==> src/wb2axil_pkg.sv <==
// Widths, limits and types of the bridge; 32-bit data only, word addressed, 30 requests at most
package wb2axil_pkg;

	////////////////////////////////////////////////////////////////////////////
	// Widths and limits
	////////////////////////////////////////////////////////////////////////////

	// Data path shared by both buses
	localparam int DATA_W = 32;
	localparam int STRB_W = DATA_W / 8;

	// Wishbone side counts words, AXI side counts bytes
	localparam int WB_ADDR_W  = 26;
	localparam int AXI_ADDR_W = WB_ADDR_W + 2;

	// Outstanding request counters
	localparam int CNT_W = 5;
	// Typed so it compares against the counters at full width
	localparam logic [CNT_W-1:0] MAX_OUTSTANDING = CNT_W'(30);

	////////////////////////////////////////////////////////////////////////////
	// Enumerations
	////////////////////////////////////////////////////////////////////////////

	// Direction of the requests in flight
	typedef enum logic {
		DIR_READ  = 1'b0,
		DIR_WRITE = 1'b1
	} dir_e;

	// Tracker state
	typedef enum logic [1:0] {
		TRK_IDLE  = 2'd0,
		TRK_BUSY  = 2'd1,
		TRK_ERROR = 2'd2
	} trk_state_e;

	// AXI response code, upper bit set means an error
	typedef enum logic [1:0] {
		RESP_OKAY   = 2'b00,
		RESP_EXOKAY = 2'b01,
		RESP_SLVERR = 2'b10,
		RESP_DECERR = 2'b11
	} resp_e;

	////////////////////////////////////////////////////////////////////////////
	// Bus bundles
	////////////////////////////////////////////////////////////////////////////

	// Wishbone request from the master
	typedef struct packed {
		logic                 cyc;
		logic                 stb;
		logic                 we;
		logic [WB_ADDR_W-1:0] addr;
		logic [DATA_W-1:0]    data;
		logic [STRB_W-1:0]    sel;
	} wb_req_t;

	// Wishbone response back to the master
	typedef struct packed {
		logic              ack;
		logic              err;
		logic [DATA_W-1:0] data;
	} wb_rsp_t;

	// AW or AR beat
	typedef struct packed {
		logic                  valid;
		logic [AXI_ADDR_W-1:0] addr;
	} axil_addr_t;

	// W beat
	typedef struct packed {
		logic              valid;
		logic [DATA_W-1:0] data;
		logic [STRB_W-1:0] strb;
	} axil_wdata_t;

	// B beat
	typedef struct packed {
		logic  valid;
		resp_e resp;
	} axil_b_t;

	// R beat
	typedef struct packed {
		logic              valid;
		resp_e             resp;
		logic [DATA_W-1:0] data;
	} axil_r_t;

	// One AXI response seen by the return path
	typedef struct packed {
		logic seen;
		logic err;
	} rsp_evt_t;

endpackage
==> src/wb2axil_bridge.sv <==
// Pipelined Wishbone master to AXI4-Lite bridge; bready and rready are always high
module wb2axil_bridge (
	input  logic                     i_clk,
	input  logic                     i_reset,
	// Wishbone side
	input  wb2axil_pkg::wb_req_t     i_wb,
	output wb2axil_pkg::wb_rsp_t     o_wb,
	output logic                     o_wb_stall,
	// AXI-Lite request channels
	output wb2axil_pkg::axil_addr_t  o_aw,
	input  logic                     i_awready,
	output wb2axil_pkg::axil_wdata_t o_w,
	input  logic                     i_wready,
	output wb2axil_pkg::axil_addr_t  o_ar,
	input  logic                     i_arready,
	// AXI-Lite response channels
	input  wb2axil_pkg::axil_b_t     i_b,
	output logic                     o_bready,
	input  wb2axil_pkg::axil_r_t     i_r,
	output logic                     o_rready
);

	logic                  accept;
	logic                  backpressure;
	logic                  err_state;
	wb2axil_pkg::rsp_evt_t evt;

	// Responses are never refused
	assign o_bready = 1'b1;
	assign o_rready = 1'b1;

	// Count, direction, error state and stall
	wb2axil_tracker i_wb2axil_tracker (
		.i_clk          (i_clk),
		.i_reset        (i_reset),
		.i_wb           (i_wb),
		.i_backpressure (backpressure),
		.i_evt          (evt),
		.o_wb_stall     (o_wb_stall),
		.o_accept       (accept),
		.o_err_state    (err_state)
	);

	// AW, W and AR beats
	wb2axil_issue i_wb2axil_issue (
		.i_clk          (i_clk),
		.i_reset        (i_reset),
		.i_accept       (accept),
		.i_wb           (i_wb),
		.i_awready      (i_awready),
		.i_wready       (i_wready),
		.i_arready      (i_arready),
		.o_aw           (o_aw),
		.o_w            (o_w),
		.o_ar           (o_ar),
		.o_backpressure (backpressure)
	);

	// B and R back to ack, err and data
	wb2axil_return i_wb2axil_return (
		.i_clk       (i_clk),
		.i_reset     (i_reset),
		.i_cyc       (i_wb.cyc),
		.i_err_state (err_state),
		.i_b         (i_b),
		.i_r         (i_r),
		.o_wb        (o_wb),
		.o_evt       (evt)
	);

endmodule

==> src/wb2axil_return.sv <==
// Turns B and R beats into ack or err; assumes only one of B and R is valid per cycle
module wb2axil_return (
	input  logic                  i_clk,
	input  logic                  i_reset,
	input  logic                  i_cyc,
	input  logic                  i_err_state,
	input  wb2axil_pkg::axil_b_t  i_b,
	input  wb2axil_pkg::axil_r_t  i_r,
	output wb2axil_pkg::wb_rsp_t  o_wb,
	output wb2axil_pkg::rsp_evt_t o_evt
);

	logic quiet;
	logic ok_beat;

	// Event goes to the tracker in the same cycle as the beat
	assign o_evt.seen = i_b.valid || i_r.valid;
	assign o_evt.err  = (i_b.valid && i_b.resp[1]) || (i_r.valid && i_r.resp[1]);

	// Okay beat on either channel
	assign ok_beat = (i_b.valid && !i_b.resp[1]) || (i_r.valid && !i_r.resp[1]);

	// Master gets nothing after an abort
	assign quiet = !i_cyc || i_err_state;

	always_ff @(posedge i_clk)
	begin
		if (i_reset)
		begin
			o_wb.ack <= 1'b0;
			o_wb.err <= 1'b0;
		end
		else
		begin
			o_wb.ack <= !quiet && ok_beat;
			o_wb.err <= !quiet && o_evt.err;
		end
		// Read data lines up with the ack of the same beat
		if (i_r.valid)
			o_wb.data <= i_r.data;
	end

	// A B and an R beat in one cycle would answer two requests at once
	a_ack_err_excl: assert property (@(posedge i_clk) disable iff (i_reset)
		!(o_wb.ack && o_wb.err));

endmodule

==> src/wb2axil_issue.sv <==
// Holds the AW, W and AR beats until ready; payload loads only on accept, cache and prot are not driven
module wb2axil_issue (
	input  logic                     i_clk,
	input  logic                     i_reset,
	input  logic                     i_accept,
	input  wb2axil_pkg::wb_req_t     i_wb,
	input  logic                     i_awready,
	input  logic                     i_wready,
	input  logic                     i_arready,
	output wb2axil_pkg::axil_addr_t  o_aw,
	output wb2axil_pkg::axil_wdata_t o_w,
	output wb2axil_pkg::axil_addr_t  o_ar,
	output logic                     o_backpressure
);

	logic wr_accept;
	logic rd_accept;

	assign wr_accept = i_accept && i_wb.we;
	assign rd_accept = i_accept && !i_wb.we;

	////////////////////////////////////////////////////////////////////////////
	// Write address channel
	////////////////////////////////////////////////////////////////////////////

	always_ff @(posedge i_clk)
	begin
		// Valid drops on its own ready, a new write may refill it
		if (i_reset)
			o_aw.valid <= 1'b0;
		else
			o_aw.valid <= wr_accept || (o_aw.valid && !i_awready);
		// Word address to byte address
		if (wr_accept)
			o_aw.addr <= {i_wb.addr, 2'b00};
	end

	////////////////////////////////////////////////////////////////////////////
	// Write data channel
	////////////////////////////////////////////////////////////////////////////

	always_ff @(posedge i_clk)
	begin
		if (i_reset)
			o_w.valid <= 1'b0;
		else
			o_w.valid <= wr_accept || (o_w.valid && !i_wready);
		if (wr_accept)
		begin
			o_w.data <= i_wb.data;
			o_w.strb <= i_wb.sel;
		end
	end

	////////////////////////////////////////////////////////////////////////////
	// Read address channel
	////////////////////////////////////////////////////////////////////////////

	always_ff @(posedge i_clk)
	begin
		if (i_reset)
			o_ar.valid <= 1'b0;
		else
			o_ar.valid <= rd_accept || (o_ar.valid && !i_arready);
		if (rd_accept)
			o_ar.addr <= {i_wb.addr, 2'b00};
	end

	// Any beat still waiting holds off the next request
	assign o_backpressure = (o_aw.valid && !i_awready)
		|| (o_w.valid && !i_wready)
		|| (o_ar.valid && !i_arready);

	// Direction stall in the tracker keeps reads and writes apart
	a_one_direction: assert property (@(posedge i_clk) disable iff (i_reset)
		!(o_ar.valid && (o_aw.valid || o_w.valid)));

endmodule

==> src/wb2axil_tracker.sv <==
// Counts requests in flight and forms the Wishbone stall; assumes responses come back in order
module wb2axil_tracker (
	input  logic                  i_clk,
	input  logic                  i_reset,
	input  wb2axil_pkg::wb_req_t  i_wb,
	input  logic                  i_backpressure,
	input  wb2axil_pkg::rsp_evt_t i_evt,
	output logic                  o_wb_stall,
	output logic                  o_accept,
	output logic                  o_err_state
);

	// Requests still owed an ack to the master
	logic [wb2axil_pkg::CNT_W-1:0] ack_cnt;
	logic [wb2axil_pkg::CNT_W-1:0] ack_cnt_d;
	// Requests still owed any AXI response
	logic [wb2axil_pkg::CNT_W-1:0] rsp_cnt;
	logic [wb2axil_pkg::CNT_W-1:0] rsp_cnt_d;
	logic                          full_q;
	logic                          pending;
	logic                          dir_clash;
	wb2axil_pkg::dir_e             dir_q;
	wb2axil_pkg::trk_state_e       state_q;
	wb2axil_pkg::trk_state_e       state_d;

	////////////////////////////////////////////////////////////////////////////
	// Stall and accept
	////////////////////////////////////////////////////////////////////////////

	// BUSY holds exactly while the ack count is non-zero
	assign pending     = (state_q == wb2axil_pkg::TRK_BUSY);
	assign o_err_state = (state_q == wb2axil_pkg::TRK_ERROR);

	// Direction change waits for the bus to empty
	assign dir_clash = pending && (i_wb.we != (dir_q == wb2axil_pkg::DIR_WRITE));

	assign o_wb_stall = i_backpressure || full_q || dir_clash || o_err_state;
	assign o_accept   = i_wb.cyc && i_wb.stb && !o_wb_stall;

	////////////////////////////////////////////////////////////////////////////
	// Counters
	////////////////////////////////////////////////////////////////////////////

	always_comb
	begin
		ack_cnt_d = ack_cnt;
		// Master no longer waits for anything after an abort
		if (o_err_state || !i_wb.cyc || i_evt.err)
			ack_cnt_d = '0;
		else if (o_accept && !i_evt.seen)
			ack_cnt_d = ack_cnt + 1'b1;
		else if (!o_accept && i_evt.seen)
			ack_cnt_d = ack_cnt - 1'b1;
	end

	always_comb
	begin
		rsp_cnt_d = rsp_cnt;
		// Never cleared, the slave still answers every beat it took
		if (o_accept && !i_evt.seen)
			rsp_cnt_d = rsp_cnt + 1'b1;
		else if (!o_accept && i_evt.seen)
			rsp_cnt_d = rsp_cnt - 1'b1;
	end

	////////////////////////////////////////////////////////////////////////////
	// State
	////////////////////////////////////////////////////////////////////////////

	always_comb
	begin
		state_d = state_q;
		case (state_q)
			wb2axil_pkg::TRK_ERROR:
			begin
				// Drained once the slave has answered everything
				if (rsp_cnt == '0)
					state_d = wb2axil_pkg::TRK_IDLE;
			end
			default:
			begin
				if (i_evt.err || (pending && !i_wb.cyc))
					state_d = wb2axil_pkg::TRK_ERROR;
				else if (ack_cnt_d != '0)
					state_d = wb2axil_pkg::TRK_BUSY;
				else
					state_d = wb2axil_pkg::TRK_IDLE;
			end
		endcase
	end

	always_ff @(posedge i_clk)
	begin
		if (i_reset)
		begin
			state_q <= wb2axil_pkg::TRK_IDLE;
			ack_cnt <= '0;
			rsp_cnt <= '0;
			full_q  <= 1'b0;
			dir_q   <= wb2axil_pkg::DIR_READ;
		end
		else
		begin
			state_q <= state_d;
			ack_cnt <= ack_cnt_d;
			rsp_cnt <= rsp_cnt_d;
			// Registered so stall stays a short path
			full_q  <= (ack_cnt_d == wb2axil_pkg::MAX_OUTSTANDING);
			if (o_accept)
				dir_q <= i_wb.we ? wb2axil_pkg::DIR_WRITE : wb2axil_pkg::DIR_READ;
		end
	end

	// Full flag must close the door before the counter overruns
	a_ack_cnt_limit: assert property (@(posedge i_clk) disable iff (i_reset)
		ack_cnt <= wb2axil_pkg::MAX_OUTSTANDING);

endmodule

==> config.mk <==
export PLATFORM = sky130hd
export DESIGN_NAME = wb2axil_bridge
export DESIGN_NICKNAME = d
export VERILOG_FILES = /design/src/wb2axil_pkg.sv /design/src/wb2axil_bridge.sv /design/src/wb2axil_return.sv /design/src/wb2axil_issue.sv /design/src/wb2axil_tracker.sv
export SDC_FILE = /design/constraint.sdc
export NUM_CORES = 1
export LEC_CHECK = 0
export ABC_AREA = 0
export ABC_CLOCK_PERIOD_IN_PS = 3100
export BUFFER_PORTS_ARGS = -buffer_cell sky130_fd_sc_hd__clkbuf_2
export CORE_ASPECT_RATIO = 0.8
export CORE_MARGIN = 2
export CORE_UTILIZATION = 29
export CTS_BUF_LIST = sky130_fd_sc_hd__clkbuf_8 sky130_fd_sc_hd__clkbuf_16
export DETAILED_ROUTE_END_ITERATION = 8
export PLACE_DENSITY = 0.65
export SYNTH_ARGS = -nofsm -noshare
export SYNTH_HDL_FRONTEND = slang
export SYNTH_HIERARCHICAL = 1
export SYNTH_SLANG_ARGS = --single-unit
==> constraint.sdc <==
create_clock -name i_clk -period 3.1 [get_ports i_clk]
set_input_delay 0.62 -clock i_clk [delete_from_list [all_inputs] [get_ports i_clk]]
set_output_delay 0.62 -clock i_clk [all_outputs]
set_load 0.1 [all_outputs]
# Word-level counts from Yosys, hierarchy flattened
# Index checks and enable logic that the tools add are counted.
[classes]
n_addsub = 4
eq_ne = 5
mux = 10
reduce_logical = 45
[op_table]
columns = ["operator", "n"]
rows = [
  ["two-way mux 5 bit", 5],
  ["logical AND 1 bit", 17],
  ["logical OR 1 bit", 14],
  ["logical NOT 1 bit", 11],
  ["adder 5 x 1 -> 5 bit (second input constant)", 2],
  ["subtractor 5 x 1 -> 5 bit (second input constant)", 2],
  ["two-way mux 2 bit", 3],
  ["equality test 5 bit (second input constant)", 1],
  ["logical NOT 5 bit", 1],
  ["nonzero test 5 bit", 1],
  ["equality test 2 x 1 -> 1 bit (second input constant)", 1],
  ["equality test 2 bit (second input constant)", 1],
  ["two-way mux 1 bit", 2],
  ["!= test 2 bit (second input constant)", 1],
  ["nonzero test 2 bit", 1],
  ["!= test 1 bit", 1],
]
[totals]
register_bits = 139
input_bits = 108
output_inout_bits = 132
word_cells = 79

# Depth between registers and ports, before layout
[depth]
ltp_word = 18
mapped_depth = 14
mapped_depth_nobuf = 13

# Hierarchy
# Netlist, hierarchy kept.
[by_module_without_submodules]
columns = ["mod", "instances", "cells_per_inst", "area_per_inst_um2", "seq_area_each_um2"]
rows = [
  ["wb2axil_issue", 1, 107, 2813.9, 2702.6],
  ["wb2axil_return", 1, 41, 1048.5, 1001.0],
  ["wb2axil_tracker", 1, 104, 895.9, 280.3],
  ["wb2axil_bridge", 1, 3, 18.8, 0.0],
]

# Worst setup path after synthesis
# Ideal clock, no wire load.
[synth_path]
path_type = "input -> register"
startpoint = "input i_wb[62] (netlist bit)"
endpoint = "register i_wb2axil_tracker/rsp_cnt[4] (netlist bit)"
setup_ns = 0.121
arrival_time_ns = 4.357
t_required_ns = 2.979
setup_slack_ns = -1.378
stages = 11
path_buffers = 1
cell_sequence = "xnor2_1 -> o211ai_1 -> nor2_1 -> ha_1 -> buf_4 -> inv_1 -> ha_1 -> a21o_1 -> a21oi_1 -> mux2i_1 -> mux2_2"
[synth_between]
elab_chain_len = 9
word_cells_on_any_way = 11
[synth_lines]
columns = ["item", "line_no", "text"]
rows = [
  ["start: declaration", "wb2axil_bridge.sv:6", "input wb2axil_pkg::wb_req_t i_wb,"],
  ["!= test 1 bit *", "wb2axil_tracker.sv:35", "assign dir_clash = pending && (i_wb.we != (dir_q == wb2axil_pkg::DIR_WRITE));"],
  ["logical AND 1 bit *", "wb2axil_tracker.sv:35", ""],
  ["logical OR 1 bit * (2 in series)", "wb2axil_tracker.sv:37", "assign o_wb_stall = i_backpressure || full_q || dir_clash || o_err_state;"],
  ["via o_wb_stall", "wb2axil_bridge.sv:8", "output logic o_wb_stall,"],
  ["logical NOT 1 bit *", "wb2axil_tracker.sv:38", "assign o_accept = i_wb.cyc && i_wb.stb && !o_wb_stall;"],
  ["logical AND 1 bit *", "wb2axil_tracker.sv:38", ""],
  ["via accept", "wb2axil_bridge.sv:23", "logic accept;"],
  ["logical NOT 1 bit", "wb2axil_tracker.sv:62", "else if (!o_accept && i_evt.seen)"],
  ["logical AND 1 bit", "wb2axil_tracker.sv:62", ""],
  ["nonzero test 2 bit (no line)", "--", ""],
  ["end signal: assignment", "wb2axil_tracker.sv:106", "rsp_cnt <= rsp_cnt_d;"],
  ["end: declaration", "wb2axil_tracker.sv:17", "logic [wb2axil_pkg::CNT_W-1:0] rsp_cnt;"],
]
# The timed path passes the listed nets; every way through them passes the cells marked *.
# A chain may end at the register's enable or synchronous reset.

# Final worst setup path
[layout_path]
startpoint = "register i_wb2axil_tracker.state_q[0]"
endpoint = "register i_wb2axil_tracker/rsp_cnt[4] (netlist bit)"
[layout_between]
elab_chain_len = 9
word_cells_on_any_way = 12
[layout_lines]
columns = ["item", "line_no", "text"]
rows = [
  ["start: declaration", "wb2axil_tracker.sv:23", "wb2axil_pkg::trk_state_e state_q;"],
  ["start signal: assignment", "wb2axil_tracker.sv:96", "state_q <= wb2axil_pkg::TRK_IDLE;"],
  ["start signal: assignment", "wb2axil_tracker.sv:104", "state_q <= state_d;"],
  ["equality test 2 x 1 -> 1 bit", "wb2axil_tracker.sv:31", "assign pending = (state_q == wb2axil_pkg::TRK_BUSY);"],
  ["logical AND 1 bit", "wb2axil_tracker.sv:35", ""],
  ["logical OR 1 bit", "wb2axil_tracker.sv:37", ""],
  ["logical OR 1 bit *", "wb2axil_tracker.sv:37", ""],
  ["logical NOT 1 bit *", "wb2axil_tracker.sv:38", ""],
  ["logical AND 1 bit *", "wb2axil_tracker.sv:38", ""],
  ["via accept", "wb2axil_bridge.sv:23", ""],
  ["logical NOT 1 bit", "wb2axil_tracker.sv:62", ""],
  ["logical AND 1 bit", "wb2axil_tracker.sv:62", ""],
  ["nonzero test 2 bit (no line)", "--", ""],
]
# Marks and branches as above.

==> impl_metrics.yaml <==
run_status:
  run_status: "finished clean"
route:
  postRouteWirelength_um: 10800
  final_antenna_net_count: 0
  drc: 0
  wl_per_cell_um: 14.8
  dr.pass1.iters: 4
  viasPerCell: 4.18
  dr_total_vias: 3067
  drt_iter0_drc: 194
cells_and_area:
  area_growth_pct: 42.6
  drive_gt1_share_pct: 55.0
  multiInputGateArea_um2: 734
  regArea_um2: 3980
  stdcell_count: 733
  n_antenna_cell: 0
  final_core_util_pct: 42.7
  fin_nets: 621
  nFillCells: 1457
timing:
  setup_viol: 0
  holdWs_ps: 371
  timing.final.crit_share_pct: 78.4
  worstMarginPinSlew_ps: 577
  fin_crit_ps: 2430
  finalClockSkew_ps: 14.6
  slew_viol_final: 0
  relSlewSlack_pct: 61.7
  finalHoldViolCount: 0
  fin_ws_ps: 668
  rsz0062_at_grt: "false"
  fmax_mhz: 411
clock_tree:
  cts_tree: "built"
  cts_made_buffers: 17
  cts-resized-gates: 0
  cts_sinks: 139
  clock_path_buffers: 2
  htree_num_levels: 4
  clock_latency_ps: 420
  postCtsSetupBuffers: 0
  cts_hold_buffers: 0
  root_buffer: "clkbuf_16"
  clk_pin_slew_worst_paths_ps: 60
global_routing:
  grt-ovfl-total: 0
  track_usage_pct: 12.6
  antenna_found_initial: 0
  grt_pass1_wl_um: 16500
  grt_max_degree: 63
  first_global_vias: 3162
placement:
  dp.cells: 701
  dp_hpwl_um: 8080
  port_buffers: 231
  pre_cts_ws_ps: 272
  routabilityCongestion: 0.752
logic_synthesis:
  yosysSeqAreaShare_pct: 83.4
  synth_most_common_cell: "edfxtp_1"
  synth-edff-count: 120
  synth_ff_type: "edfxtp_1"
  syn_avg_cell_area_um2: 18.7
  yosys-top-cells-area: "edfxtp_1, dfxtp_1, ha_1"
  yosysUniqueCellTypes: 41
  synth_seq_cells: 139
  synth_cells: 255
  yosysWarnings: 6
  yosysTopAreaCell: "edfxtp_1"
  synth_commonest_cells: "edfxtp_1, dfxtp_1, nor2_1, a21oi_1, inv_1"
  synth_top_area_share_pct: 75.4
  syn-cell-area_um2: 4780
  synth-async-reset-ratio_pct: 0
floorplanning:
  dieWidth_um: 147
  ios: 240
  coreArea_um2: 16000
  die-area_um2: 17500
  std_cell_rows: 41
  initial_core_util_pct: 29.9
  dieHeight_um: 119
critical_path:
  critical_path_arrival_ps: 2730
  path_max_fanout: 3
  cp.required_ps: 3400
  cp-end-kind: "register"
  critical_path_class: "register to register"
  setup.worst_path.start_class: "register"
pwr:
  vdd_drop_max_uv: 325
  leakagePower_nw: 2.89
  p_total_mw: 5.15
  power_density_nw_per_um2: 755
worst_hold_path:
  hold_path.class: "primary input to register"
run:
  cap_viol_max_count: 0
cell type report:
type / count / share of cell area [%]
well taps: 215 / 3.95
multi-input cells: 99 / 10.8
flip-flops and latches: 139 / 58.5
clock inverters: 15 / 2.06
clock buffers: 17 / 6.24
inverters: 12 / 0.790
repair buffers: 236 / 17.7
per-stage QoR:
| stage | setup TNS, ps | area, µm² |
|---|---|---|
| 2_1_floorplan | -83150 | 4850 |
| 3_3_place_gp | 0 | 6250 |
| 3_5_place_dp | 0 | 6250 |
| 4_1_cts | 0 | 6810 |
| 5_1_grt | 0 | 6810 |
| 6_report | 0 | 6810 |
per-layer routing:
layer | GRT usage [%] | vias up | share of wire, % | wire [µm]
li1 | - | 1430 | - | -
met1 | 13.9 | 1469 | 39 | 4220
met2 | 21.1 | 152 | 51 | 5550
met3 | 5.29 | 16 | 8.6 | 938
met4 | 5.89 | 0 | 1.3 | 136
met5 | 0 | - | 0 | 0
where the power goes:
group | leakage (nW) | internal [mW] | switching [mW] | total (mW)
combinational | 1.35 | 0.231 | 0.795 | 1.03
clock | 0.269 | 1.12 | 0.799 | 1.91
sequential | 1.27 | 2.15 | 0.0508 | 2.20
total | 2.89 | 3.50 | 1.65 | 5.15
cells by family (layout without fill, tap and decap cells):
family / count (synthesis) / count (layout) / share of synthesized area [%]
simple gates: 50 / 50 / 6.63
xor+xnor: 8 / 8 / 1.47
other cells: 2 / 6 / 0.157
fa+ha+maj: 8 / 8 / 2.25
mux: 3 / 3 / 0.655
compound gates: 24 / 24 / 3.20
buf+inv: 21 / 280 / 2.25
flops: 139 / 139 / 83.4
worst max-delay path: stages (launching register included):
cell and delay [ps]:
dfxtp_1 350, or2b_1 240, o211ai_1 240, nor2_1 110, ha_2 230, fa_1 410, inv_1 70, a21o_1 120
a21oi_2 50, mux2i_1 150, mux2_2 340
layout by cell type (no fill, tap or decap), types with 2 or more instances in the layout:
master and n:
a21o_1 2, a21oi_1 10, a21oi_2 2, buf_4 4
clkbuf_16 17, clkbuf_2 231, clkinv_1 2, clkinv_4 3
clkinvlp_4 4, conb_1 6, dfxtp_1 19, edfxtp_1 120
ha_1 4, ha_4 2, inv_1 9, inv_4 2
inv_6 3, inv_8 2, mux2i_1 2, nand2_1 6
nand2b_1 4, nand2b_4 3, nand3b_1 2, nand4_1 2
nor2_1 19, nor2b_1 2, o21ai_0 4, o31ai_1 2
xnor2_1 5, xor2_1 3
path summary, 6_finish.rpt:
check	from	endpoint	slack, ps	cells after the start
worst max-delay path	i_wb2axil_tracker/state_q[0]	i_wb2axil_tracker/rsp_cnt[4]	670	10
worst min-delay path	i_r[17]	i_wb2axil_return/o_wb[17]	370	1
worst max register to register	i_wb2axil_tracker/state_q[0]	i_wb2axil_tracker/rsp_cnt[4]	670	10
worst min register to register	i_wb2axil_issue/o_w[36]	i_wb2axil_issue/o_w[36]	500	2
flip-flops by register name, indices dropped and copies added, names as in the netlist:
name / count
i_wb2axil_issue/o_w: 37
i_wb2axil_return/o_wb: 34
i_wb2axil_issue/o_ar: 27
i_wb2axil_issue/o_aw: 27
i_wb2axil_tracker/ack_cnt: 5
i_wb2axil_tracker/rsp_cnt: 5
i_wb2axil_tracker/state_q: 2
i_wb2axil_tracker/dir_q: 1
i_wb2axil_tracker/full_q: 1
No activity file was read; power rests on OpenSTA's default activity.
